### src/source/proc_ci_config.svh
`ifndef PROC_CI_CONFIG_SVH
`define PROC_CI_CONFIG_SVH

// System clock in Hz
`define PROC_CI_CLK_FREQ 25000000

// UART bit rate
`define PROC_CI_BIT_RATE 3125000

// Clocks per UART bit, 8 at the rates above
`define PROC_CI_CLKS_PER_BIT (`PROC_CI_CLK_FREQ / `PROC_CI_BIT_RATE)

// Program memory depth in 32-bit words
`define PROC_CI_MEM_WORDS 256

// Answer to a ping, "PCI1" in ASCII
`define PROC_CI_ID 32'h50434931

// Core reset stretch after a release order
`define PROC_CI_CORE_RST_CYCLES 20

`endif

### src/source/reset_boot_timer.sv
`timescale 1ns/10ps
`default_nettype none

`include "proc_ci_config.svh"

module reset_boot_timer (
  input  logic clk,
  input  logic rst_n_i,
  input  logic go_i,
  input  logic halt_i,
  output logic rst_core_o
);

  localparam int CYCLES = `PROC_CI_CORE_RST_CYCLES;
  localparam int CNT_W  = $clog2(CYCLES);

  logic [CNT_W-1:0] cnt_q;
  logic             counting_q;
  logic             running_q;

  // Core leaves reset CYCLES clocks after the go strobe
  always_ff @(posedge clk) begin
    if (!rst_n_i) begin
      cnt_q      <= '0;
      counting_q <= 1'b0;
      running_q  <= 1'b0;
    end else if (go_i) begin
      cnt_q      <= CNT_W'(CYCLES - 1);
      counting_q <= 1'b1;
      running_q  <= 1'b0;
    end else if (halt_i) begin
      counting_q <= 1'b0;
      running_q  <= 1'b0;
    end else if (counting_q) begin
      cnt_q <= cnt_q - 1'b1;
      // Counter hits zero on this edge
      if (cnt_q == CNT_W'(1)) begin
        counting_q <= 1'b0;
        running_q  <= 1'b1;
      end
    end
  end

  assign rst_core_o = !running_q;

endmodule

`default_nettype wire

### config.mk
export PLATFORM = sky130hd
export DESIGN_NAME = reset_boot_timer
export DESIGN_NICKNAME = d
export VERILOG_FILES = /design/src/source/reset_boot_timer.sv
export VERILOG_INCLUDE_DIRS = /design/src /design/src/source
export SDC_FILE = /design/constraint.sdc
export NUM_CORES = 1
export LEC_CHECK = 0
export ABC_AREA = 1
export BUFFER_PORTS_ARGS = -buffer_cell sky130_fd_sc_hd__buf_2
export CORE_AREA = 5 5 42 44
export CTS_CLUSTER_SIZE = 40
export DETAILED_ROUTE_END_ITERATION = 8
export DIE_AREA = 0 0 47 49
export GPL_ROUTABILITY_DRIVEN = 0
export HOLD_SLACK_MARGIN = 0.05
export PLACE_DENSITY_LB_ADDON = 0.1
export SLEW_MARGIN = 20
export SYNTH_ARGS = -nofsm -noshare
export SYNTH_HDL_FRONTEND = slang
export SYNTH_SLANG_ARGS = --single-unit
### constraint.sdc
create_clock -name clk -period 1.4 [get_ports clk]
set_input_delay 0.28 -clock clk [delete_from_list [all_inputs] [get_ports clk]]
set_output_delay 0.28 -clock clk [all_outputs]
set_load 0.02 [all_outputs]
==> results.sh <==
export IMPL_status="complete, no violations"
export IMPL_antenna_cells=0
export IMPL_crit_chain="inv_1 -> ha_1 -> nand3_1 -> o21ai_0 -> a21oi_1"
export IMPL_fin_nets=69
export IMPL_syn_num_nets=60
export IMPL_die_x_um=47
export IMPL_clock_path_buffers=2
export IMPL_critPathSlowestCell="dfxtp_1"
export IMPL_cp_start_kind="flip-flop"
export IMPL_min_delay_start="rst_n_i"
export IMPL_antenna_found_initial=0
export IMPL_drt_wl_total_um=701
export IMPL_r2r_end="cnt_q[2]$_SDFFE_PP0P_"
export IMPL_grt_total_usage_pct=7.82
export IMPL_worst_pin_slew_ns=0.165
export IMPL_critPathRequiredTime_ns=1.54
export IMPL_ff2ff_setup_slack_ns=0.33
export IMPL_via_per_inst=4.13
export IMPL_synthCells=54
export IMPL_routedWlPerCell_um=8.99
export IMPL_finalSetupTns_ns=0
export IMPL_cp_max_fo=3
export IMPL_cts_setup_buffers=0
export IMPL_final_cell_mix="inv_1, nand2_1, nor2_1, dfxtp_1"
export IMPL_grt_max_degree=6
export IMPL_core_area_um2=1400
export IMPL_grt_pass1_wl_um=1300
export IMPL_drt_pass1_iter_count=4
export IMPL_core_rowCount=14
export IMPL_whs_path_depth=3
export IMPL_htree_num_levels=1
export IMPL_period_needed_ns=1.07
export IMPL_path_class="flip-flop to flip-flop"
export IMPL_grt_overflow=0
export IMPL_crit_family="flip-flops"
export IMPL_reg2reg_from="cnt_q[0]$_SDFFE_PN0P_"
export IMPL_cp_num_buf_inv=1
export IMPL_grt_pass1_vias=324
export IMPL_hold_class="input pin to flip-flop"
export IMPL_num_io_pins=5
export IMPL_drtIter0Drc=14
export IMPL_vias=322
export IMPL_setup_ws_ns=0.326
export IMPL_cts_tree="built"
export IMPL_ys_warn_count=0
export IMPL_die_h_um=49
export IMPL_hpwl_um=560
export IMPL_critPathCaptureType="flip-flop"
export IMPL_initial_core_util_pct=26.0
export IMPL_path_clk_slew_ns=0.05
export IMPL_slew_viol_final=0
export IMPL_setup_violations=0
export IMPL_die_area_um2=2300
export IMPL_seq_area_um2=140
export IMPL_synth_cell_types=14
export IMPL_timing_critical_path_from="cnt_q[0]$_SDFFE_PN0P_"
export IMPL_cp_arrival_ns=1.21
export IMPL_multi_input_area_um2=175
export IMPL_reg2regPathDepth=5
export IMPL_fillers=167
export IMPL_crit_path_max_incr_delay_ns=0.31
export IMPL_hold_buffers=0
export IMPL_yosysSeqAreaShare_pct=38.5
export IMPL_synth_seq_cells=7
export IMPL_powerDensity_nw_per_um2=1070
export IMPL_postRouteAntennaNets=0
export IMPL_drcViolationCount=0
export IMPL_hold_viol=0
export IMPL_cts_root_buf="clkbuf_4"
export IMPL_io_buffers=4
export IMPL_critical_path_cell_count=5
export IMPL_numCtsBuffers=3
export IMPL_rsz0062_at_grt="no"
export IMPL_avgSynthCellArea_um2=6.74
export IMPL_leakagePower_nw=0.218
export IMPL_cts_resized=0
export IMPL_drive_gt1_share_pct=17.7
export IMPL_clock_sinks=7
export IMPL_hold_slack_ns=0.283
export IMPL_worstSkewPairLatency_ns=0.25
export IMPL_slew_headroom_pct=88.9
export IMPL_timing_critical_path_to="cnt_q[2]$_SDFFE_PP0P_"
export IMPL_max_freq_mhz=931
export IMPL_skew_ns=0.00148
export IMPL_max_cap_viol_count=0
export IMPL_period_share_pct=76.7
export IMPL_post_place_ws_ns=0.353
export IMPL_area_growth_pct=18.2
export IMPL_syn_area_um2=364
export IMPL_vdd_drop_max_uv=557
==> tightest hold or removal path, stage by stage <==
cell	delay, ns
buf_2	0.13
inv_1	0.05
a21oi_1	0.03
==> cells by family (layout without fill, tap and decap cells) <==
kind of cell	Yosys count	after routing	synth area share [%]
flip-flops	7	7	38.5
adder cells (fa/ha/maj)	2	2	6.87
AND/OR/NAND/NOR	26	26	31.6
AO/OA/AOI/OAI	6	6	9.62
buffers and inverters	13	21	13.4
==> metal layers <==
| layer | vias to the layer above | track usage (%) | part of all wire (%) |
|---|---|---|---|
| met1 | 133 | 10.1 | 47 |
| li1 | 178 | - | - |
| met4 | 0 | 1.38 | 1.3 |
| met3 | 2 | 5.54 | 6.4 |
| met2 | 9 | 10.6 | 45 |
| met5 | - | 0 | 0 |
==> cell usage after synthesis <==
master | count | area [µm²]
ha_1 | 2 | 25.0
o21ai_0 | 1 | 5.00
nor2_1 | 7 | 26.3
inv_1 | 12 | 45.0
nand2_1 | 12 | 45.0
a21oi_1 | 3 | 15.0
nor2_2 | 1 | 6.26
nor2_4 | 1 | 11.3
dfxtp_1 | 7 | 140
o21ai_1 | 1 | 5.00
inv_2 | 1 | 3.75
nand3_1 | 4 | 20.0
o211a_1 | 1 | 10.0
nand2_2 | 1 | 6.26
==> worst min-delay path by stage <==
stage	endpoint	slack, ns
global route	cnt_q[4]$_SDFFE_PN0P_	0.28
CTS	cnt_q[4]$_SDFFE_PN0P_	0.28
detailed placement	running_q$_SDFFE_PP0P_	0.45
global placement	running_q$_SDFFE_PP0P_	0.45
finish	cnt_q[4]$_SDFFE_PN0P_	0.28
floorplan	cnt_q[0]$_SDFFE_PN0P_	0.38
==> sequential cells by signal, indices dropped and copies added (netlist names) <==
signal	cells
counting_q	1
running_q	1
cnt_q	5
==> per-stage QoR <==
| stage | utilization, % | total power [mW] | instance area (µm²) | instances |
|---|---|---|---|---|
| 2_1_floorplan | - | 0.263 | 364 | 54 |
| 3_3_place_gp | 28.8 | 0.282 | 404 | 74 |
| 3_5_place_dp | 28.8 | 0.281 | 404 | 74 |
| 4_1_cts | 30.7 | 0.471 | 430 | 78 |
| 5_1_grt | 30.7 | 0.498 | 430 | 78 |
| 6_report | 30.7 | 0.462 | 430 | 78 |
==> area by class of cell <==
type / count / share of cell area (%)
multi-input combinational: 34 / 40.7
tap: 16 / 4.65
sequential: 7 / 32.6
timing repair buffer: 4 / 4.65
clock buffer: 4 / 6.10
inverter: 13 / 11.3
==> power breakdown <==
group | total (mW) | switching, mW | leakage, nW | internal, mW
Clock | 0.186 | 0.0768 | 0.0150 | 0.109
Sequential | 0.217 | 0.00682 | 0.0577 | 0.210
Combinational | 0.0595 | 0.0368 | 0.145 | 0.0227
Total | 0.462 | 0.120 | 0.218 | 0.342
No activity file was read; power rests on OpenSTA's default activity.
