### src/source/proc_ci_config.svh
`ifndef PROC_CI_CONFIG_SVH
`define PROC_CI_CONFIG_SVH

// System clock in Hz
`define PROC_CI_CLK_FREQ 25000000

// UART bit rate
`define PROC_CI_BIT_RATE 3125000

// Clocks per UART bit, 8 at the rates above
`define PROC_CI_CLKS_PER_BIT (`PROC_CI_CLK_FREQ / `PROC_CI_BIT_RATE)

// Program memory depth in 32-bit words
`define PROC_CI_MEM_WORDS 256

// Answer to a ping, "PCI1" in ASCII
`define PROC_CI_ID 32'h50434931

// Core reset stretch after a release order
`define PROC_CI_CORE_RST_CYCLES 20

`endif

### src/source/proc_ci_pkg.sv
`default_nettype none

`include "proc_ci_config.svh"

package proc_ci_pkg;

  // UART payload
  typedef logic [7:0] byte_t;

  // Memory and core bus data
  typedef logic [31:0] word_t;

  // Word address into the program memory
  typedef logic [$clog2(`PROC_CI_MEM_WORDS)-1:0] addr_t;

  // Host command codes
  typedef enum logic [7:0] {
    CMD_PING  = 8'h70,
    CMD_WRITE = 8'h57,
    CMD_READ  = 8'h52,
    CMD_GO    = 8'h47,
    CMD_HALT  = 8'h48
  } cmd_e;

  // Controller FSM states
  typedef enum logic [2:0] {
    ST_IDLE,
    ST_ADDR,
    ST_DATA,
    ST_MEM,
    ST_SEND,
    ST_WAIT
  } ctrl_state_e;

endpackage

`default_nettype wire

### src/source/baud_timer.sv
`timescale 1ns/10ps
`default_nettype none

`include "proc_ci_config.svh"

module baud_timer (
  input  logic clk,
  input  logic rst_n_i,
  input  logic run_i,
  output logic bit_tick_o,
  output logic half_tick_o
);

  localparam int CLKS_PER_BIT = `PROC_CI_CLKS_PER_BIT;
  localparam int CNT_W        = $clog2(CLKS_PER_BIT + 1);

  logic [CNT_W-1:0] cnt_q;

  // Count restarts from zero whenever run_i drops
  always_ff @(posedge clk) begin
    if (!rst_n_i || !run_i) begin
      cnt_q <= '0;
    end else if (bit_tick_o) begin
      cnt_q <= '0;
    end else begin
      cnt_q <= cnt_q + 1'b1;
    end
  end

  // Last clock of a bit period
  assign bit_tick_o  = (cnt_q == CNT_W'(CLKS_PER_BIT - 1));
  assign half_tick_o = (cnt_q == CNT_W'(CLKS_PER_BIT / 2 - 1));

endmodule

`default_nettype wire

### src/source/uart_tx.sv
`timescale 1ns/10ps
`default_nettype none

module uart_tx (
  input  logic               clk,
  input  logic               rst_n_i,
  input  proc_ci_pkg::byte_t byte_i,
  input  logic               start_i,
  output logic               busy_o,
  output logic               tx_o
);

  logic [9:0] frame_q;
  logic [3:0] bit_cnt_q;
  logic       bit_tick;

  baud_timer u_baud_timer (
    .clk         (clk),
    .rst_n_i     (rst_n_i),
    .run_i       (busy_o),
    .bit_tick_o  (bit_tick),
    .half_tick_o ()
  );

  // Busy covers start bit, 8 data bits and stop bit
  always_ff @(posedge clk) begin
    if (!rst_n_i) begin
      busy_o    <= 1'b0;
      bit_cnt_q <= '0;
    end else if (!busy_o) begin
      if (start_i) begin
        busy_o    <= 1'b1;
        bit_cnt_q <= '0;
      end
    end else if (bit_tick) begin
      bit_cnt_q <= bit_cnt_q + 1'b1;
      if (bit_cnt_q == 4'd9) begin
        busy_o <= 1'b0;
      end
    end
  end

  // Frame is stop, data, start; bit 0 goes out first
  always_ff @(posedge clk) begin
    if (start_i && !busy_o) begin
      frame_q <= {1'b1, byte_i, 1'b0};
    end else if (busy_o && bit_tick) begin
      frame_q <= {1'b1, frame_q[9:1]};
    end
  end

  assign tx_o = busy_o ? frame_q[0] : 1'b1;

endmodule

`default_nettype wire

### config.mk
export PLATFORM = sky130hd
export DESIGN_NAME = uart_tx
export DESIGN_NICKNAME = d
export VERILOG_FILES = /design/src/source/proc_ci_pkg.sv /design/src/source/baud_timer.sv /design/src/source/uart_tx.sv
export VERILOG_INCLUDE_DIRS = /design/src /design/src/source
export SDC_FILE = /design/constraint.sdc
export NUM_CORES = 1
export LEC_CHECK = 0
export BUFFER_PORTS_ARGS = -buffer_cell sky130_fd_sc_hd__buf_2
export CAP_MARGIN = 20
export CORE_ASPECT_RATIO = 1.25
export CORE_MARGIN = 2
export CORE_UTILIZATION = 40
export CTS_BUF_LIST = sky130_fd_sc_hd__clkbuf_8
export CTS_CLUSTER_DIAMETER = 150
export DETAILED_ROUTE_END_ITERATION = 7
export HOLD_SLACK_MARGIN = 0.06
export PLACE_DENSITY = 0.64
export SYNTH_ARGS = -nofsm -noshare
export SYNTH_HDL_FRONTEND = slang
export SYNTH_HIERARCHICAL = 1
export SYNTH_SLANG_ARGS = --single-unit
export TNS_END_PERCENT = 50
### constraint.sdc
create_clock -name clk -period 3.05 [get_ports clk]
set_input_delay 0.61 -clock clk [delete_from_list [all_inputs] [get_ports clk]]
set_output_delay 0.61 -clock clk [all_outputs]
set_load 0.1 [all_outputs]
==> flow_metrics.env <==
export IMPL_grt_pass1_wl_um=2394
export IMPL_clk_latency_ns=0.26
export IMPL_layout_common_cells="21 x nand2_1, 12 x buf_2, 10 x dfxtp_1"
export IMPL_start_kind="register"
export IMPL_critical_path_slowest_cell="dfxtp_1"
export IMPL_leakage_nw=0.4042
export IMPL_synthCells=84
export IMPL_drv_cap=0
export IMPL_finalSetupTns_ns=0
export IMPL_slowest_delay_ns=0.46
export IMPL_grt_max_degree=14
export IMPL_nets=112
export IMPL_grt_remaining_overflow=0
export IMPL_critical_path_peak_fanout=13
export IMPL_layout_drive_gt1_share=0.2062
export IMPL_area_growth_pct=13.32
export IMPL_cts_resized=0
export IMPL_finalPower_mw=0.4795
export IMPL_fin_skew_ns=0.01061
export IMPL_die_x_um=44.89
export IMPL_netlist_area_um2=835.8
export IMPL_irDropWorstVdd_mv=0.2541
export IMPL_timing_hold_ws_ns=0.4444
export IMPL_grtUsageTotal=0.1351
export IMPL_cts_tree="done"
export IMPL_core_area_um2=1982
export IMPL_postSynthAreaPerCell_um2=9.950
export IMPL_start_util=0.4217
export IMPL_rows=18
export IMPL_die_y_um=55.11
export IMPL_final_period_utilization=0.6638
export IMPL_vias_per_cell=5.350
export IMPL_wl_per_cell_um=12.21
export IMPL_setup_viol_count_final=0
export IMPL_drv_slew=0
export IMPL_cts_hold_buf=0
export IMPL_diodes=0
export IMPL_critical_path_required_ns=2.44
export IMPL_num_fill_cells=187
export IMPL_yosysWarnings=6
export IMPL_fmax_mhz=493.9
export IMPL_dieArea_um2=2473
export IMPL_arrival_ns=1.41
export IMPL_place_hpwl_um=1012
export IMPL_rsz0062_at_grt="false"
export IMPL_dr_pass1_iters=4
export IMPL_hold_viol_final=0
export IMPL_clock_sinks=18
export IMPL_final_common_cell="nand2_1"
export IMPL_worstSetupPathType="reg -> out"
export IMPL_postCtsSetupRepairBufs=0
export IMPL_critical_path_buf_inv_count=2
export IMPL_tightest_slew_ns=0.4832
export IMPL_path_cells="buf_4, buf_2"
export IMPL_min_period_ns=2.025
export IMPL_htree_levels=1
export IMPL_hold_class="reg -> reg"
export IMPL_num_vias=626
export IMPL_boundaryPins=13
export IMPL_drc_errors=0
export IMPL_root_buffer="clkbuf_8"
export IMPL_slew_headroom=0.6801
export IMPL_drt_antenna_violating_nets=0
export IMPL_totalWireLength_um=1428
export IMPL_status="completed"
export IMPL_portBuffers=12
export IMPL_gp_congestion=0.7516
export IMPL_cp_end_kind="output port"
export IMPL_grt_pass1_vias=582
export IMPL_drt_iter0_markers=5
export IMPL_power_density_nw_per_um2=506.2
export IMPL_crit_family="buffers and inverters"
export IMPL_numCtsBuffers=3
export IMPL_clk_path_buf_depth=2
export IMPL_clk_pin_slew_ns=0.07
export IMPL_antenna_found_initial=0
export IMPL_synth_nets=98
==> worst register-to-register path, stage by stage (launching register included) <==
cell,delay [ns]
dfxtp_1,0.35
ha_1,0.19
and3b_1,0.30
and2_1,0.35
nand2_1,0.09
o21ai_0,0.09
==> power breakdown <==
part | switching (mW) | internal, mW
combinational | 0.0315 | 0.0139
clock | 0.0793 | 0.0895
sequential | 0.00410 | 0.261
==> layer usage <==
layer  share of wire  wire length (um)  track usage
met1            0.47               673       0.1728
met2            0.47               668       0.2126
met3           0.036                52      0.02922
met4           0.024                34      0.07353
met5               0                 0            0
==> layout make-up <==
cell class	instances	area (um^2)	share of cell area
multi-input combinational	59	357.8	0.3778
clock buffer	3	41.29	0.04359
inverter	3	11.26	0.01189
clock inverter	1	3.754	0.003963
tap	20	25.02	0.02642
timing repair buffer	13	67.56	0.07133
sequential	18	440.4	0.4650
==> registers in the layout, indices dropped and copies added (netlist names) <==
name,flops
busy_o,1
u_baud_timer/cnt_q,4
frame_q,9
bit_cnt_q,4
==> metrics by stage <==
step	cells	utilization	worst slack [ns]	area [um^2]
detailed placement	113	0.4552	1.300	902.1
floorplan	84	-	0.4879	835.8
global placement	113	0.4552	1.328	902.1
finish	117	0.4779	1.025	947.2
CTS	117	0.4779	1.013	947.2
global route	117	0.4779	0.9469	947.2
==> worst paths after layout <==
kind	startpoint	endpoint	slack, ns	cells after the start
worst min-delay path	u_baud_timer/cnt_q[0]	u_baud_timer/cnt_q[0]	0.44	1
worst min register to register	u_baud_timer/cnt_q[0]	u_baud_timer/cnt_q[0]	0.44	1
worst max register to register	u_baud_timer/cnt_q[0]	frame_q[7]	1.52	5
worst max-delay path	busy_o	busy_o	1.03	2
Note: power is estimated with default switching activity, not from simulation.
