$ cat src/source/proc_ci_config.svh
`ifndef PROC_CI_CONFIG_SVH
`define PROC_CI_CONFIG_SVH

// System clock in Hz
`define PROC_CI_CLK_FREQ 25000000

// UART bit rate
`define PROC_CI_BIT_RATE 3125000

// Clocks per UART bit, 8 at the rates above
`define PROC_CI_CLKS_PER_BIT (`PROC_CI_CLK_FREQ / `PROC_CI_BIT_RATE)

// Program memory depth in 32-bit words
`define PROC_CI_MEM_WORDS 256

// Answer to a ping, "PCI1" in ASCII
`define PROC_CI_ID 32'h50434931

// Core reset stretch after a release order
`define PROC_CI_CORE_RST_CYCLES 20

`endif

$ cat src/source/proc_ci_pkg.sv
`default_nettype none

`include "proc_ci_config.svh"

package proc_ci_pkg;

  // UART payload
  typedef logic [7:0] byte_t;

  // Memory and core bus data
  typedef logic [31:0] word_t;

  // Word address into the program memory
  typedef logic [$clog2(`PROC_CI_MEM_WORDS)-1:0] addr_t;

  // Host command codes
  typedef enum logic [7:0] {
    CMD_PING  = 8'h70,
    CMD_WRITE = 8'h57,
    CMD_READ  = 8'h52,
    CMD_GO    = 8'h47,
    CMD_HALT  = 8'h48
  } cmd_e;

  // Controller FSM states
  typedef enum logic [2:0] {
    ST_IDLE,
    ST_ADDR,
    ST_DATA,
    ST_MEM,
    ST_SEND,
    ST_WAIT
  } ctrl_state_e;

endpackage

`default_nettype wire

$ cat src/source/ci_controller_fsm.sv
`timescale 1ns/10ps
`default_nettype none

`include "proc_ci_config.svh"

module ci_controller_fsm (
  input  logic               clk,
  input  logic               rst_n_i,
  input  proc_ci_pkg::byte_t rx_byte_i,
  input  logic               rx_valid_i,
  output proc_ci_pkg::byte_t tx_byte_o,
  output logic               tx_start_o,
  input  logic               tx_busy_i,
  output logic               go_o,
  output logic               halt_o,
  output logic               mem_req_o,
  output logic               mem_we_o,
  output proc_ci_pkg::addr_t mem_addr_o,
  output proc_ci_pkg::word_t mem_wdata_o,
  input  proc_ci_pkg::word_t mem_rdata_i
);

  proc_ci_pkg::ctrl_state_e state_q;
  proc_ci_pkg::cmd_e        cmd_q;
  proc_ci_pkg::addr_t       addr_q;
  proc_ci_pkg::word_t       word_q;
  logic [1:0]               byte_cnt_q;
  logic                     rd_pend_q;
  logic                     tx_free;
  logic                     ping_hit;

  // Busy only rises the cycle after the start strobe
  assign tx_free  = !tx_busy_i && !tx_start_o;
  assign ping_hit = (state_q == proc_ci_pkg::ST_IDLE) && rx_valid_i &&
                    (rx_byte_i == proc_ci_pkg::CMD_PING);

  always_ff @(posedge clk) begin
    if (!rst_n_i) begin
      state_q    <= proc_ci_pkg::ST_IDLE;
      cmd_q      <= proc_ci_pkg::CMD_PING;
      byte_cnt_q <= '0;
      rd_pend_q  <= 1'b0;
      tx_start_o <= 1'b0;
      go_o       <= 1'b0;
      halt_o     <= 1'b0;
    end else begin
      tx_start_o <= 1'b0;
      go_o       <= 1'b0;
      halt_o     <= 1'b0;
      rd_pend_q  <= (state_q == proc_ci_pkg::ST_MEM) && (cmd_q == proc_ci_pkg::CMD_READ);
      case (state_q)
        proc_ci_pkg::ST_IDLE: begin
          if (rx_valid_i) begin
            byte_cnt_q <= '0;
            case (rx_byte_i)
              proc_ci_pkg::CMD_PING: state_q <= proc_ci_pkg::ST_WAIT;
              proc_ci_pkg::CMD_WRITE, proc_ci_pkg::CMD_READ: begin
                cmd_q   <= proc_ci_pkg::cmd_e'(rx_byte_i);
                state_q <= proc_ci_pkg::ST_ADDR;
              end
              proc_ci_pkg::CMD_GO:   go_o   <= 1'b1;
              proc_ci_pkg::CMD_HALT: halt_o <= 1'b1;
              // Unknown codes are dropped
              default: state_q <= proc_ci_pkg::ST_IDLE;
            endcase
          end
        end
        proc_ci_pkg::ST_ADDR: begin
          if (rx_valid_i) begin
            state_q <= (cmd_q == proc_ci_pkg::CMD_WRITE) ? proc_ci_pkg::ST_DATA
                                                         : proc_ci_pkg::ST_MEM;
          end
        end
        proc_ci_pkg::ST_DATA: begin
          if (rx_valid_i) begin
            byte_cnt_q <= byte_cnt_q + 1'b1;
            if (byte_cnt_q == 2'd3) begin
              state_q <= proc_ci_pkg::ST_MEM;
            end
          end
        end
        proc_ci_pkg::ST_MEM: begin
          state_q <= (cmd_q == proc_ci_pkg::CMD_READ) ? proc_ci_pkg::ST_WAIT
                                                      : proc_ci_pkg::ST_IDLE;
        end
        proc_ci_pkg::ST_WAIT: begin
          if (tx_free) begin
            state_q <= proc_ci_pkg::ST_SEND;
          end
        end
        proc_ci_pkg::ST_SEND: begin
          tx_start_o <= 1'b1;
          byte_cnt_q <= byte_cnt_q + 1'b1;
          state_q    <= (byte_cnt_q == 2'd3) ? proc_ci_pkg::ST_IDLE : proc_ci_pkg::ST_WAIT;
        end
        default: state_q <= proc_ci_pkg::ST_IDLE;
      endcase
    end
  end

  // Word register collects write data and serializes answers, LSB first
  always_ff @(posedge clk) begin
    if (rd_pend_q) begin
      word_q <= mem_rdata_i;
    end else if (ping_hit) begin
      word_q <= `PROC_CI_ID;
    end else if (state_q == proc_ci_pkg::ST_DATA && rx_valid_i) begin
      word_q <= {rx_byte_i, word_q[31:8]};
    end else if (state_q == proc_ci_pkg::ST_SEND) begin
      word_q <= {8'h00, word_q[31:8]};
    end
  end

  always_ff @(posedge clk) begin
    if (state_q == proc_ci_pkg::ST_ADDR && rx_valid_i) begin
      addr_q <= proc_ci_pkg::addr_t'(rx_byte_i);
    end
  end

  always_ff @(posedge clk) begin
    if (state_q == proc_ci_pkg::ST_SEND) begin
      tx_byte_o <= word_q[7:0];
    end
  end

  // One access per command, held for a single cycle in ST_MEM
  assign mem_req_o   = (state_q == proc_ci_pkg::ST_MEM);
  assign mem_we_o    = (cmd_q == proc_ci_pkg::CMD_WRITE);
  assign mem_addr_o  = addr_q;
  assign mem_wdata_o = word_q;

endmodule

`default_nettype wire

$ cat config.mk
export PLATFORM = sky130hd
export DESIGN_NAME = ci_controller_fsm
export DESIGN_NICKNAME = d
export VERILOG_FILES = /design/src/source/proc_ci_pkg.sv /design/src/source/ci_controller_fsm.sv
export VERILOG_INCLUDE_DIRS = /design/src /design/src/source
export SDC_FILE = /design/constraint.sdc
export NUM_CORES = 1
export LEC_CHECK = 0
export ABC_AREA = 1
export BUFFER_PORTS_ARGS = -buffer_cell sky130_fd_sc_hd__buf_2
export CAP_MARGIN = 30
export CORE_MARGIN = 3
export CORE_UTILIZATION = 53
export CTS_CLUSTER_SIZE = 12
export DETAILED_ROUTE_END_ITERATION = 10
export PLACE_DENSITY = 0.85
export SLEW_MARGIN = 20
export SYNTH_ARGS = -nofsm -noshare
export SYNTH_HDL_FRONTEND = slang
export SYNTH_SLANG_ARGS = --single-unit
$ cat constraint.sdc
create_clock -name clk -period 4.12 [get_ports clk]
set_input_delay 0.412 -clock clk [delete_from_list [all_inputs] [get_ports clk]]
set_output_delay 0.412 -clock clk [all_outputs]
set_load 0.02 [all_outputs]
==> impl_metrics.toml <==
[run_status]
run_status = "finished clean"

[yosys]
syn_nets = 321
ys_top_cells_by_area = "edfxtp_1 (52%), nand2_1 (12%), dfxtp_1 (12%)"
yosysWarnings = 0
synth_area_um2 = 2790
synthCells = 276
ys.flop_type = "edfxtp_1"
syn_area_per_cell_um2 = 10.1
synth_largest_area_cell = "edfxtp_1"
ys_ff_latch = 65
synth_top_area_share_pct = 51.6
synth_seq_area_share_pct = 63.8
synth_cell_types = 26
synth-async-reset-ratio_pct = 0
synth_edf_count = 48

[placement]
dp_hpwl_um = 4740
globalplace.congestion = 0.895
port_buffers = 96

[sta]
finalCritPeriodShare_pct = 62.7
finalHoldViolCount = 0
skew_ns = 0.00714
drv_slew = 0
max_freq_mhz = 387
worstMarginPinSlew_ns = 0.743
rsz0062_at_grt = "no"
finalSetupViolations = 0
maxSlewHeadroom_pct = 50.3
setup_tns_ns = 0
min_period_ns = 2.58

[worst_setup_path]
r2r_start = "state_q[0]$_SDFFE_PN0P_"
reg2reg_to = "mem_wdata_o[5]$_DFFE_PP_"
worst-setup-path-type = "reg2reg"
startpoint = "state_q[0]$_SDFFE_PN0P_"
worstPathArrival_ns = 2.60
cp-start-kind = "register"
rr_worst_depth = 8
regToRegSetupSlack_ns = 1.54
worstPathRequired_ns = 4.13
path_max_fanout = 20
end_kind = "register"
crit_end = "mem_wdata_o[5]$_DFFE_PP_"

[clock_network]
cts_root_buf = "clkbuf_8"
clk_pin_slew_ns = 0.07
cts_max_level = 3
clock-sinks = 65
hold_buffers = 0
cts_setup_buffers = 0
cts_resized = 0
numCtsBuffers = 9
cts_tree = "done"
clock_path_buffers = 2
clk-insertion-delay-late_ns = 0.33

[layout]
mostFrequentLayoutCell = "buf_2"
multi_input_area_um2 = 832
drive_gt1_share_pct = 33.6
nFillCells = 366
seqCellArea_um2 = 1780
final_cell_mix = "buf_2 (96), nand2_1 (91), edfxtp_1 (48)"
syn_to_final_growth_pct = 26.0
nets = 424
n_antenna_cell = 0

[global_route]
antenna_found_initial = 0
grtUsageTotal_pct = 20.7
grt_max_degree = 30
grt_pass1_vias = 2144
overflow = 0
grt_pass1_wl_um = 9670

[floorplan]
rows = 25
fp.dieW_um = 78.6
fp.dieArea_um2 = 6170
die_h_um = 78.6
start_util_pct = 56.8
io_pins = 97
core_um2 = 4910

[detailed_routing]
drt_iter0_drc = 126
wirelength_um = 6180
ant_nets = 0
via_count = 2260
drc_errors = 0
vias_per_cell = 5.01
dr.pass1.iters = 4
wl_per_cell_um = 13.7

[power_and_ir_drop]
ir_drop_mv = 0.239
leakage_nw = 1.57
power_w = 0.00127
power.density_nw_per_um2 = 361

[min_path]
holdCritPathClass = "in2reg"

[job]
maxCapViolations = 0
-- final cells by class --
type | count | area share [%]
Inverter | 33 | 3.73
Tap cell | 67 | 2.38
Timing Repair Buffer | 98 | 14.1
Clock buffer | 9 | 3.52
Multi-Input combinational cell | 172 | 23.6
Clock inverter | 7 | 1.99
Sequential cell | 65 | 50.6
-- cell usage after synthesis, drive strengths merged (2+ instances only) --
library cell	count
a21oi	11
buf	2
clkbuf	4
dfxtp	17
edfxtp	48
inv	32
nand2	94
nand3	10
nand4	4
nor2	28
nor3	2
o21ai	3
o22a	9
o31ai	6
-- worst min-delay path by stage --
stage | start | to | slack (ns) | cells past startpoint
2_1_floorplan | cmd_q[6]$_SDFFE_PN1P_ | cmd_q[6]$_SDFFE_PN1P_ | 0.42 | 1
3_3_place_gp | cmd_q[7]$_SDFFE_PN0P_ | cmd_q[7]$_SDFFE_PN0P_ | 0.43 | 2
3_5_place_dp | cmd_q[6]$_SDFFE_PN1P_ | cmd_q[6]$_SDFFE_PN1P_ | 0.43 | 1
4_1_cts | rx_byte_i[7] | mem_addr_o[7]$_DFFE_PP_ | 0.26 | 1
5_1_grt | rx_byte_i[7] | mem_addr_o[7]$_DFFE_PP_ | 0.27 | 1
6_report | rx_byte_i[7] | mem_addr_o[7]$_DFFE_PP_ | 0.27 | 1
-- power breakdown --
group | total, W | switching [W] | internal [W]
combinational | 0.0000507 | 0.0000290 | 0.0000217
clock | 0.000522 | 0.000243 | 0.000278
sequential | 0.000699 | 0.00000126 | 0.000697
-- logic make-up (layout without fill, tap and decap cells) --
kind of cell / Yosys count / after routing / share of synthesized area (%)
flip-flops: 65 / 65 / 63.8
adder cells (fa/ha/maj): 1 / 1 / 0.448
AND/OR/NAND/NOR: 139 / 139 / 20.3
AO/OA/AOI/OAI: 32 / 32 / 9.01
buffers and inverters: 39 / 147 / 6.36
-- critical path, stage by stage, from the launching register on --
cell,delay [ns]
dfxtp_1,0.36
nor2_2,0.18
inv_1,0.05
nor2_1,0.57
inv_1,0.13
nand2_1,0.12
inv_1,0.06
nand2_1,0.41
buf_4,0.37
-- registers in the layout, summed over array words and instances (netlist names) --
register,cells
cmd_q,8
byte_cnt_q,2
state_q,3
tx_byte_o,8
tx_start_o,1
halt_o,1
rd_pend_q,1
go_o,1
mem_addr_o,8
mem_wdata_o,32
-- per-stage QoR --
| stage | cell area, um2 | utilization (%) | hold WS (ns) | instances | setup WS [ns] |
|---|---|---|---|---|---|
| after global placement | 3320 | 67.7 | 0.427 | 435 | 1.54 |
| after detailed placement | 3320 | 67.7 | 0.432 | 435 | 1.45 |
| after CTS | 3520 | 71.6 | 0.261 | 451 | 1.50 |
| after global routing | 3520 | 71.6 | 0.268 | 451 | 1.25 |
| after floorplan | 2790 | - | 0.415 | 276 | 1.84 |
| final | 3520 | 71.6 | 0.272 | 451 | 1.54 |
-- layer usage --
layer | global-route usage, % | part of all wire (%)
met5 | 0 | 0
met4 | 11.7 | 1.9
met3 | 5.05 | 8.5
met2 | 34.9 | 49
met1 | 24.1 | 41
No activity file was read; power rests on OpenSTA's default activity.
