**config.mk**
```make
export PLATFORM = sky130hd
export DESIGN_NAME = uart_rx
export DESIGN_NICKNAME = d
export VERILOG_FILES = /design/src/source/proc_ci_pkg.sv /design/src/source/baud_timer.sv /design/src/source/uart_rx.sv
export VERILOG_INCLUDE_DIRS = /design/src /design/src/source
export SDC_FILE = /design/constraint.sdc
export NUM_CORES = 1
export LEC_CHECK = 0
export ABC_AREA = 0
export CAP_MARGIN = 0
export CORE_UTILIZATION = 35
export CTS_BUF_LIST = sky130_fd_sc_hd__clkbuf_4 sky130_fd_sc_hd__clkbuf_8 sky130_fd_sc_hd__clkbuf_16
export CTS_CLUSTER_DIAMETER = 100
export DETAILED_ROUTE_END_ITERATION = 10
export DONT_BUFFER_PORTS = 1
export GPL_TIMING_DRIVEN = 0
export PLACE_DENSITY_LB_ADDON = 0.1
export SLEW_MARGIN = 5
export SYNTH_ARGS = -nofsm -noshare
export SYNTH_HDL_FRONTEND = slang
export SYNTH_SLANG_ARGS = --single-unit
```
**constraint.sdc**
```tcl
create_clock -name clk -period 3.5 [get_ports clk]
set_input_delay 0.7 -clock clk [delete_from_list [all_inputs] [get_ports clk]]
set_output_delay 0.7 -clock clk [all_outputs]
set_load 0.1 [all_outputs]
```
**src/source/proc_ci_config.svh**
```systemverilog
`ifndef PROC_CI_CONFIG_SVH
`define PROC_CI_CONFIG_SVH

// System clock in Hz
`define PROC_CI_CLK_FREQ 25000000

// UART bit rate
`define PROC_CI_BIT_RATE 3125000

// Clocks per UART bit, 8 at the rates above
`define PROC_CI_CLKS_PER_BIT (`PROC_CI_CLK_FREQ / `PROC_CI_BIT_RATE)

// Program memory depth in 32-bit words
`define PROC_CI_MEM_WORDS 256

// Answer to a ping, "PCI1" in ASCII
`define PROC_CI_ID 32'h50434931

// Core reset stretch after a release order
`define PROC_CI_CORE_RST_CYCLES 20

`endif

```
**src/source/proc_ci_pkg.sv**
```systemverilog
`default_nettype none

`include "proc_ci_config.svh"

package proc_ci_pkg;

  // UART payload
  typedef logic [7:0] byte_t;

  // Memory and core bus data
  typedef logic [31:0] word_t;

  // Word address into the program memory
  typedef logic [$clog2(`PROC_CI_MEM_WORDS)-1:0] addr_t;

  // Host command codes
  typedef enum logic [7:0] {
    CMD_PING  = 8'h70,
    CMD_WRITE = 8'h57,
    CMD_READ  = 8'h52,
    CMD_GO    = 8'h47,
    CMD_HALT  = 8'h48
  } cmd_e;

  // Controller FSM states
  typedef enum logic [2:0] {
    ST_IDLE,
    ST_ADDR,
    ST_DATA,
    ST_MEM,
    ST_SEND,
    ST_WAIT
  } ctrl_state_e;

endpackage

`default_nettype wire

```
**src/source/baud_timer.sv**
```systemverilog
`timescale 1ns/10ps
`default_nettype none

`include "proc_ci_config.svh"

module baud_timer (
  input  logic clk,
  input  logic rst_n_i,
  input  logic run_i,
  output logic bit_tick_o,
  output logic half_tick_o
);

  localparam int CLKS_PER_BIT = `PROC_CI_CLKS_PER_BIT;
  localparam int CNT_W        = $clog2(CLKS_PER_BIT + 1);

  logic [CNT_W-1:0] cnt_q;

  // Count restarts from zero whenever run_i drops
  always_ff @(posedge clk) begin
    if (!rst_n_i || !run_i) begin
      cnt_q <= '0;
    end else if (bit_tick_o) begin
      cnt_q <= '0;
    end else begin
      cnt_q <= cnt_q + 1'b1;
    end
  end

  // Last clock of a bit period
  assign bit_tick_o  = (cnt_q == CNT_W'(CLKS_PER_BIT - 1));
  assign half_tick_o = (cnt_q == CNT_W'(CLKS_PER_BIT / 2 - 1));

endmodule

`default_nettype wire

```
**src/source/uart_rx.sv**
```systemverilog
`timescale 1ns/10ps
`default_nettype none

module uart_rx (
  input  logic               clk,
  input  logic               rst_n_i,
  input  logic               rx_i,
  output proc_ci_pkg::byte_t byte_o,
  output logic               valid_o
);

  typedef enum logic [1:0] {
    RX_IDLE,
    RX_START,
    RX_DATA,
    RX_STOP
  } rx_state_e;

  rx_state_e          state_q;
  logic [1:0]         sync_q;
  logic               rx_prev_q;
  logic [2:0]         bit_cnt_q;
  proc_ci_pkg::byte_t shift_q;
  logic               rx_s;
  logic               timer_run;
  logic               bit_tick;
  logic               half_tick;

  // Two-flop synchronizer, line idles high
  always_ff @(posedge clk) begin
    if (!rst_n_i) begin
      sync_q    <= 2'b11;
      rx_prev_q <= 1'b1;
    end else begin
      sync_q    <= {sync_q[0], rx_i};
      rx_prev_q <= rx_s;
    end
  end

  assign rx_s = sync_q[1];

  // Timer restarts at mid start bit so later ticks land mid-bit
  assign timer_run = (state_q != RX_IDLE) && !(state_q == RX_START && half_tick);

  baud_timer u_baud_timer (
    .clk         (clk),
    .rst_n_i     (rst_n_i),
    .run_i       (timer_run),
    .bit_tick_o  (bit_tick),
    .half_tick_o (half_tick)
  );

  always_ff @(posedge clk) begin
    if (!rst_n_i) begin
      state_q   <= RX_IDLE;
      bit_cnt_q <= '0;
      valid_o   <= 1'b0;
    end else begin
      valid_o <= 1'b0;
      case (state_q)
        RX_IDLE: begin
          if (rx_prev_q && !rx_s) begin
            state_q <= RX_START;
          end
        end
        RX_START: begin
          // Glitch shorter than half a bit is dropped
          if (half_tick) begin
            bit_cnt_q <= '0;
            state_q   <= rx_s ? RX_IDLE : RX_DATA;
          end
        end
        RX_DATA: begin
          if (bit_tick) begin
            bit_cnt_q <= bit_cnt_q + 1'b1;
            if (bit_cnt_q == 3'd7) begin
              state_q <= RX_STOP;
            end
          end
        end
        RX_STOP: begin
          if (bit_tick) begin
            valid_o <= rx_s;
            state_q <= RX_IDLE;
          end
        end
        default: state_q <= RX_IDLE;
      endcase
    end
  end

  // LSB arrives first, so shift in from the top
  always_ff @(posedge clk) begin
    if (state_q == RX_DATA && bit_tick) begin
      shift_q <= {rx_s, shift_q[7:1]};
    end
  end

  assign byte_o = shift_q;

endmodule

`default_nettype wire

```
==> results.md, run 1 <==
- Std-Cell Core Area: 0.00225 mm²
- Synthesis-stage register bit count: 21
- Max-slew headroom: between 30% and 40%
- Most frequent cells in the layout: sky130_fd_sc_hd__dfxtp_1, sky130_fd_sc_hd__edfxtp_1, sky130_fd_sc_hd__inv_1
- # hold bufs at CTS: 0
- Vias post-DR: just under 500
- Number of placement rows: 17
- Reg2Reg Setup Slack: approximately 1.6 ns
- Half-perimeter wire length after placement: 835 µm
- Portion of the post-synthesis area used by sequential elements: around three fifths
- Final non-filler cell area: a little over 900 µm²
- Post-synthesis to final-layout area growth: 7.69%
- Post-route setup TNS: 0 ns
- Count of inserted antenna diode cells: 0
- Later-pin clock latency in the skew report: 0.30 ns
- Actual slew at the worst max-slew pin: between 0.9 and 1 ns
- Type of the worst setup path: register to output port
- Final worst-path cycle share: about 56%
- Die X: ~51 µm
- Buffers inserted during post-CTS setup optimization: 0
- Core Util, Final: 40.4%
- Register clock-pin slew on the reported worst setup and hold paths: roughly 0.12 ns
- Count of input and output buffers: 0
- First-pass GRT wire length: between 2000 and 2500 µm
- GRT Overall Usage: between 10% and 20%
- Post-Syn Area: between 800 and 900 µm²
- Vertical die dimension: around 51 µm
- H-tree depth: 1
- Result of the run: complete, no violations
- Average footprint of a synthesized cell: around 13 µm²
- Filler instances: 236
- Crit path arrival time: 1.27 ns
- Number of max-slew violations in the final report: 0
- Initial antenna violation count: 0
- Final Hold Fails: 0
- Total global routing overflow: 0
- Type of element launching the critical path: register
- Hold Path Cell Cnt: 1
- Starting density of the core: a little under two fifths
- Number of warnings issued by yosys: 0
- Total of endpoints with negative setup slack in the final report: 0
- Die outline area: roughly 0.0026 mm²
- Power density over the cells: about 420 mW/mm²
- Syn_nets: 71
- Number of design rule violations left after detail routing: 0
- Cell depth of the worst setup path: 0
- Boundary pin count: 12
- Reported max-cap violation count: 0
- Total of cells resized after clock tree synthesis: 0
- Hold Path Class: register to register
- Average detailed-routed wire length per instance: roughly 13 µm
- Setup Skew: around 0.0018 ns
- Number of nets still failing antenna checks after routing: 0
- Number of nets at the end of the flow: 76
- Critical Path End Type: output port
- Leakage: 0.330 nW
- Highest clock rate: 507 MHz
- Iteration-0 DRC Markers: 3
- Root Driver: sky130_fd_sc_hd__clkbuf_4
- Placed cell areas: approximately 880 µm²
- TritonCTS clock tree: done
- Number of instances in the synthesized netlist: 65
- Number of distinct standard cells referenced by the synthesized netlist: 29
- Num CTS Buffers: 3
- Worst IR drop on VDD: 0.204 mV
- Longest Clk Path Bufs: 2
- Routed vias/inst: between 4 and 5
- RSZ-0062 raised after global routing: false
- Storage element area: 500 µm²
- Global placement routability congestion: around 0.69
- Proportion of layout cells with a drive suffix above 1: between 10% and 20%
- Number of cell instances on the worst register-to-register path: 5
- Max FO, Critical Path: 2
- Most common library cell in the layout ignoring fill and taps: sky130_fd_sc_hd__dfxtp_1
- First-pass iteration count of the detailed router: 3
- Maximum number of pins on one net before global-route repair: 14
- Data required time at the worst endpoint: 2.80 ns
- Final Routed Wirelength: between 1000 and 1500 µm
- Clock period minus worst slack: approximately 2.0 ns
- # clock sinks: 21
- Via count of the first global-routing pass: between 400 and 500
- Multi-input combinational cell area: about 290 µm²
[through the flow]
step / power [mW] / std cells / setup WS [ns] / hold WS [ns]
global route: 0.401 / 97 / 1.45 / 0.438
finish: 0.384 / 97 / 1.53 / 0.419
global placement: 0.271 / 93 / 1.64 / 0.389
CTS: 0.389 / 97 / 1.51 / 0.422
detailed placement: 0.271 / 93 / 1.61 / 0.391
floorplan: 0.269 / 65 / 1.85 / 0.386
[sequential cells by signal, indices dropped and copies added, names as in the netlist, named ones only]
| register | cells |
|---|---|
| bit_cnt_q | 3 |
| byte_o | 8 |
| rx_prev_q | 1 |
| state_q | 1 |
| sync_q | 2 |
| u_baud_timer.cnt_q | 4 |
| valid_o | 1 |
[per-layer routing]
layer | track usage (%) | part of all wire, % | up-vias
met4 | 6.94 | 1.3 | 0
li1 | - | - | 251
met1 | 16.5 | 54 | 220
met3 | 2.68 | 2.6 | 2
met2 | 16.2 | 42 | 8
met5 | 0 | 0 | -
[area by class of cell]
cell class                      instances  area share (%)
Multi-Input combinational cell         36            31.7
Sequential cell                        21            54.9
Inverter                                4            1.65
Clock inverter                          1           0.824
Tap cell                               28            3.85
Buffer                                  4            4.53
Clock buffer                            3            2.47
[cells in the mapped netlist]
| cell | number | share of area, % |
|---|---|---|
| sky130_fd_sc_hd__xnor2_1 | 2 | 2.1 |
| sky130_fd_sc_hd__xor2_1 | 1 | 1.0 |
| sky130_fd_sc_hd__a32o_1 | 2 | 2.4 |
| sky130_fd_sc_hd__o21ai_0 | 1 | 0.59 |
| sky130_fd_sc_hd__nand2_1 | 1 | 0.44 |
| sky130_fd_sc_hd__dfxtp_1 | 13 | 31 |
| sky130_fd_sc_hd__a31oi_1 | 1 | 0.74 |
| sky130_fd_sc_hd__o2111a_1 | 1 | 1.3 |
| sky130_fd_sc_hd__and3b_1 | 1 | 1.0 |
| sky130_fd_sc_hd__nor3_1 | 3 | 1.8 |
| sky130_fd_sc_hd__a311oi_1 | 2 | 2.1 |
| sky130_fd_sc_hd__buf_4 | 1 | 0.89 |
| sky130_fd_sc_hd__nand2b_1 | 2 | 1.5 |
| sky130_fd_sc_hd__and4b_1 | 1 | 1.2 |
| sky130_fd_sc_hd__nor4b_1 | 1 | 1.0 |
| sky130_fd_sc_hd__nor2_1 | 2 | 0.89 |
| sky130_fd_sc_hd__nor2b_4 | 1 | 1.6 |
| sky130_fd_sc_hd__buf_6 | 3 | 4.0 |
| sky130_fd_sc_hd__nand3b_1 | 1 | 0.89 |
| sky130_fd_sc_hd__a2bb2oi_2 | 1 | 1.8 |
| sky130_fd_sc_hd__inv_1 | 4 | 1.8 |
| sky130_fd_sc_hd__nor4_1 | 1 | 0.74 |
| sky130_fd_sc_hd__o21ai_1 | 1 | 0.59 |
| sky130_fd_sc_hd__nor3b_1 | 2 | 1.8 |
| sky130_fd_sc_hd__and3_1 | 1 | 0.74 |
| sky130_fd_sc_hd__ha_1 | 3 | 4.4 |
| sky130_fd_sc_hd__nand3_1 | 3 | 1.8 |
| sky130_fd_sc_hd__a221oi_2 | 1 | 1.8 |
| sky130_fd_sc_hd__edfxtp_1 | 8 | 28 |
[report_power, final]
part           internal [mW]  switching, mW  total (mW)
Sequential             0.254        0.00109       0.255
Clock                 0.0434         0.0750       0.118
Combinational        0.00477        0.00569      0.0105
Total                  0.302         0.0818       0.384
[cells by family (layout without fill, tap and decap cells)]
kind of cell    after synthesis  in the layout  share of synthesized area (%)
buf+inv                       8             12                           6.66
fa+ha+maj                     3              3                           4.44
simple gates                 20             20                           15.4
compound gates               10             10                           11.2
xor+xnor                      3              3                           3.11
flops                        21             21                           59.2
[path summary, 6_finish.rpt]
check                        startpoint         to
setup / recovery              byte_o[3]  byte_o[3]
setup reg to reg  u_baud_timer.cnt_q[0]  byte_o[5]
hold reg to reg               sync_q[0]  sync_q[1]
hold / removal                sync_q[0]  sync_q[1]
No activity file was read; power rests on OpenSTA's default activity.
==> run 2: changes to the inputs <==
==> constraint.sdc (replaced) <==
create_clock -name clk -period 2 [get_ports clk]
set_input_delay 0.4 -clock clk [delete_from_list [all_inputs] [get_ports clk]]
set_output_delay 0.4 -clock clk [all_outputs]
set_load 0.1 [all_outputs]
==> results.md, run 2 (same netlist as run 1, synthesis figures left out) <==
- Critical Path End Type: register
- Half-perimeter wire length after placement: around 840 µm
- Number of nets at the end of the flow: 76
- H-tree depth: 1
- First-pass GRT wire length: around 2200 µm
- Die X: around 50 µm
- Later-pin clock latency in the skew report: ~0.30 ns
- Die outline area: 0.00262 mm²
- Count of input and output buffers: 0
- Max FO, Critical Path: 8
- Routed vias/inst: about 5.0
- Buffers inserted during post-CTS setup optimization: 0
- Post-route setup TNS: 0 ns
- Leakage: between 0.3 and 0.4 nW
- Worst setup slack after placement: between 0.1 and 0.15 ns
- Data required time at the worst endpoint: between 1.5 and 2 ns
- Iteration-0 DRC Markers: 4
- Most frequent cells in the layout: sky130_fd_sc_hd__dfxtp_1, sky130_fd_sc_hd__edfxtp_1, sky130_fd_sc_hd__inv_1
- Final Hold Fails: 0
- Total global routing overflow: 0
- Total power: 0.673 mW
- Via count of the first global-routing pass: ~470
- First-pass iteration count of the detailed router: 2
- Post-synthesis to final-layout area growth: 7.99%
- Initial antenna violation count: 0
- Hold Path Class: input port to register
- # hold bufs at CTS: 0
- Max-slew headroom: a little under two fifths
- Starting density of the core: between 30% and 40%
- Type of the worst setup path: register to register
- Number of max-slew violations in the final report: 0
- Power density over the cells: between 700 and 800 mW/mm²
- Final Routed Wirelength: 1230 µm
- Vias post-DR: 481
- Worst IR drop on VDD: around 0.36 mV
- Placed Instances: 93
- Minimum hold slack: 0.163 ns
- Reported max-cap violation count: 0
- Total of endpoints with negative setup slack in the final report: 0
- Vertical die dimension: roughly 50 µm
- RSZ-0062 raised after global routing: false
- Num CTS Buffers: 3
- Longest Clk Path Bufs: 2
- Count of inserted antenna diode cells: 0
- Crit path arrival time: 1.69 ns
- Most common library cell in the layout ignoring fill and taps: sky130_fd_sc_hd__dfxtp_1
- GRT Overall Usage: a little under an eighth
- Total of cells resized after clock tree synthesis: 0
- Actual slew at the worst max-slew pin: slightly above 0.9 ns
- Maximum number of pins on one net before global-route repair: 14
- Clock period minus worst slack: approximately 1.7 ns
- Type of element launching the critical path: register
- TritonCTS clock tree: done
- Number of nets still failing antenna checks after routing: 0
- # clock sinks: 21
- Number of placement rows: 17
- Boundary pin count: 12
- Highest clock rate: 583 MHz
- Register clock-pin slew on the reported worst setup and hold paths: between 0.1 and 0.15 ns
- Proportion of layout cells with a drive suffix above 1: approximately 17%
- Number of design rule violations left after detail routing: 0
- Finished Layout Cells: between 90 and 100
- Slack of the critical path: between 0.2 and 0.3 ns
- Final worst-path cycle share: 85.7%
- Setup Skew: 0.00189 ns
- Root Driver: sky130_fd_sc_hd__clkbuf_4
- Global placement routability congestion: approximately 0.69
- Std-Cell Core Area: around 0.0023 mm²
- Filler instances: 237
- Average detailed-routed wire length per instance: ~13 µm
- Number of flip-flops in the largest register: 8
- Result of the run: complete, no violations
-- run 2: cell count changes in the layout (fill, tap and decap cells not counted) --
cell                     before  now
sky130_fd_sc_hd__nor2_1       2    1
sky130_fd_sc_hd__nor2_2       0    1
-- run 2: worst max-delay path, cell delays in order, from the launching register on --
cell and delay (ns):
sky130_fd_sc_hd__dfxtp_1 0.38, sky130_fd_sc_hd__ha_1 0.25, sky130_fd_sc_hd__nor2b_4 0.17, sky130_fd_sc_hd__buf_6 0.13
sky130_fd_sc_hd__nand3_1 0.12, sky130_fd_sc_hd__nor2_2 0.34
-- run 2: final timing paths --
kind	end	slack (ns)	depth (start not counted)	startpoint
worst min register to register	sync_q[1]	0.42	1	sync_q[0]
worst min-delay path	rx_prev_q	0.16	1	rst_n_i
worst max register to register	byte_o[5]	0.29	5	u_baud_timer.cnt_q[0]
worst max-delay path	byte_o[5]	0.29	5	u_baud_timer.cnt_q[0]
-- run 2: routing by layer --
layer	global-route usage (%)	routed length, µm
met5	0	0
met2	16.2	525
met3	2.68	32
met1	16.5	653
met4	6.94	16
-- run 2: area by class of cell --
cell class	instances	area, µm²	share of cell area, %
Multi-Input combinational cell	36	292	31.9
Buffer	4	41.3	4.52
Clock inverter	1	7.51	0.822
Clock buffer	3	22.5	2.47
Inverter	4	15.0	1.64
Tap cell	28	35.0	3.84
Sequential cell	21	500	54.8
-- run 2: metrics by stage --
step / utilization [%] / cell area, µm²
after global routing: 40.5 / 913
after global placement: 39.1 / 881
final: 40.5 / 913
after detailed placement: 39.1 / 881
after CTS: 40.4 / 911
after floorplan: - / 846
-- run 2: report_power, final --
part	leakage (nW)	switching [mW]	internal [mW]
sequential	0.177	0.00191	0.445
clock	0.0139	0.132	0.0759
combinational	0.139	0.0102	0.00837
total	0.330	0.144	0.529
==> run 3: changes to the inputs <==
--- a/config.mk
+++ b/config.mk
@@ -8,9 +8,10 @@
 export LEC_CHECK = 0
 export ABC_AREA = 0
 export CAP_MARGIN = 0
+export CORE_MARGIN = 3
 export CORE_UTILIZATION = 35
 export CTS_BUF_LIST = sky130_fd_sc_hd__clkbuf_4 sky130_fd_sc_hd__clkbuf_8 sky130_fd_sc_hd__clkbuf_16
-export CTS_CLUSTER_DIAMETER = 100
+export CTS_CLUSTER_DIAMETER = 200
 export DETAILED_ROUTE_END_ITERATION = 10
 export DONT_BUFFER_PORTS = 1
 export GPL_TIMING_DRIVEN = 0
==> results.md, run 3 (same netlist as run 1, synthesis figures left out) <==
- Result of the run: complete, no violations
- Setup Skew: between 0.0015 and 0.002 ns
- RSZ-0062 raised after global routing: false
- Worst setup slack after placement: between 0.1 and 0.15 ns
- Most Used Layer, Global Route: met2
- Hold Path Cell Cnt: 1
- Max FO, Critical Path: 8
- Clock period minus worst slack: 1.72 ns
- Crit path arrival time: ~1.7 ns
- Final Hold Fails: 0
- Longest Clk Path Bufs: 2
- Later-pin clock latency in the skew report: approximately 0.3 ns
- Reg2reg start: u_baud_timer.cnt_q[0]
- Most common library cell in the layout ignoring fill and taps: sky130_fd_sc_hd__dfxtp_1
- Via count of the first global-routing pass: around 450
- Number of design rule violations left after detail routing: 0
- Critical Path End Type: register
- Number of max-slew violations in the final report: 0
- Post-route setup TNS: 0 ns
- Maximum number of pins on one net before global-route repair: 14
- Start point of the worst min-delay path: rst_n_i
- Actual slew at the worst max-slew pin: between 0.9 and 1 ns
- Starting density of the core: 37.5%
- Final worst-path cycle share: a little under nine tenths
- Register clock-pin slew on the reported worst setup and hold paths: roughly 0.12 ns
- Number of nets still failing antenna checks after routing: 0
- Placed Instances: 93
- Number of cell instances on the worst register-to-register path: 5
- Total of endpoints with negative setup slack in the final report: 0
- Count of inserted antenna diode cells: 0
- Post-synthesis to final-layout area growth: 7.99%
- Sequential share of power: around two thirds
- Fraction of power consumed by combinational cells: 2.7%
- Die outline area: 0.00304 mm²
- Data required time at the worst endpoint: between 1.5 and 2 ns
- Worst IR drop on VDD: around 0.35 mV
- GRT Overall Usage: under 10%
- Hold EP: rx_prev_q
- Iteration-0 DRC Markers: 10
- # hold bufs at CTS: 0
- Std-Cell Core Area: ~0.0023 mm²
- Half-perimeter wire length after placement: around 900 µm
- GR Layer Usage met2: between 10% and 20%
- Reported max-cap violation count: 0
- Highest clock rate: about 580 MHz
- TritonCTS clock tree: done
- Leakage: between 0.3 and 0.4 nW
- Power density over the cells: approximately 730 mW/mm²
- Max-slew headroom: 38.1%
- Buffers inserted during post-CTS setup optimization: 0
- Average detailed-routed wire length per instance: around 13 µm
- First-pass GRT wire length: roughly 2000 µm
- Vias post-DR: a little under 500
- Global Route met1 Usage: 11.9%
- Global placement routability congestion: ~0.69
- Placed cell areas: just under 900 µm²
- Net switching component of the power: approximately 0.14 mW
- Hold Path Class: input port to register
- Internal power contribution: between 0.5 and 0.6 mW
- Number of nets at the end of the flow: between 70 and 80
- Slack of the critical path: 0.281 ns
- # clock sinks: 21
- Proportion of layout cells with a drive suffix above 1: between 15 and 20%
- H-tree depth: 1
- Clock power frac: between 30% and 40%
- Finished Layout Cells: slightly below 100
- Most frequent cells in the layout: sky130_fd_sc_hd__dfxtp_1, sky130_fd_sc_hd__edfxtp_1, sky130_fd_sc_hd__inv_1
- GRT met3 Usage: between 2 and 2.5%
- Num CTS Buffers: 3
- Vertical die dimension: roughly 55 µm
- Type of element launching the critical path: register
- Total global routing overflow: 0
- Initial antenna violation count: 0
- Number of flip-flops in the largest register: 8
- Reg2Reg Setup Slack: around 0.28 ns
- Count of input and output buffers: 0
- Root Driver: sky130_fd_sc_hd__clkbuf_4
- Routed vias/inst: 5.05
- Boundary pin count: 12
- Die X: ~55 µm
- Number of placement rows: 17
- First-pass iteration count of the detailed router: 3
- Final Routed Wirelength: 1300 µm
- Final non-filler cell area: slightly above 900 µm²
- Switching Share: about a fifth
- Reg-to-Reg End: byte_o[5]
- Type of the worst setup path: register to register
-- run 3: cell counts in the layout (fill, tap and decap cells not counted) --
No cell type changed its count.
-- run 3: per-stage QoR --
step                power [mW]  util, %  hold WS [ns]
finish                   0.671     40.5         0.159
global placement         0.474     39.1         0.389
CTS                      0.684     40.4         0.143
global route             0.704     40.5         0.133
floorplan                0.471        -         0.386
detailed placement       0.475     39.1         0.398
-- run 3: worst max path at each step --
stage / from / to / slack, ns / depth (start not counted)
2_1_floorplan: u_baud_timer.cnt_q[0] / byte_o[0] / 0.35 / 5
3_3_place_gp: u_baud_timer.cnt_q[0] / byte_o[7] / 0.14 / 5
3_5_place_dp: u_baud_timer.cnt_q[0] / byte_o[4] / 0.10 / 5
4_1_cts: u_baud_timer.cnt_q[0] / byte_o[4] / 0.08 / 5
5_1_grt: u_baud_timer.cnt_q[0] / byte_o[5] / 0.17 / 5
6_report: u_baud_timer.cnt_q[0] / byte_o[5] / 0.28 / 5
-- run 3: area by class of cell --
class,instances,area [µm²]
clock inverter,1,7.51
inverter,4,15.0
clock buffer,3,22.5
buffer,4,41.3
sequential,21,500
multi-input combinational,36,292
tap,28,35.0
fill,236,1340
-- run 3: per-layer routing --
layer / wire length [µm] / part of all wire, %
met5: 0 / 0
met4: 16 / 1.2
met3: 43 / 3.3
met2: 589 / 45
met1: 645 / 50
-- run 3: power by group through the flow --
stage	Sequential, mW	Clock, mW	Combinational, mW
floorplan	0.456	0	0.0150
global placement	0.456	0	0.0178
detailed placement	0.456	0	0.0183
CTS	0.447	0.219	0.0183
global route	0.447	0.236	0.0206
finish	0.447	0.206	0.0184
-- run 3: repair_timing --
item | CTS | global route
endpoints found under the hold margin | 0 | 0
setup endpoints to repair | 0 | 8
gates resized for setup | 0 | 1
-- run 3: worst max-delay path: stages (launching register included) --
cell                      delay, ns
sky130_fd_sc_hd__dfxtp_1       0.38
sky130_fd_sc_hd__ha_1          0.26
sky130_fd_sc_hd__nor2b_4       0.17
sky130_fd_sc_hd__buf_6         0.12
sky130_fd_sc_hd__nand3_1       0.11
sky130_fd_sc_hd__nor2_2        0.34
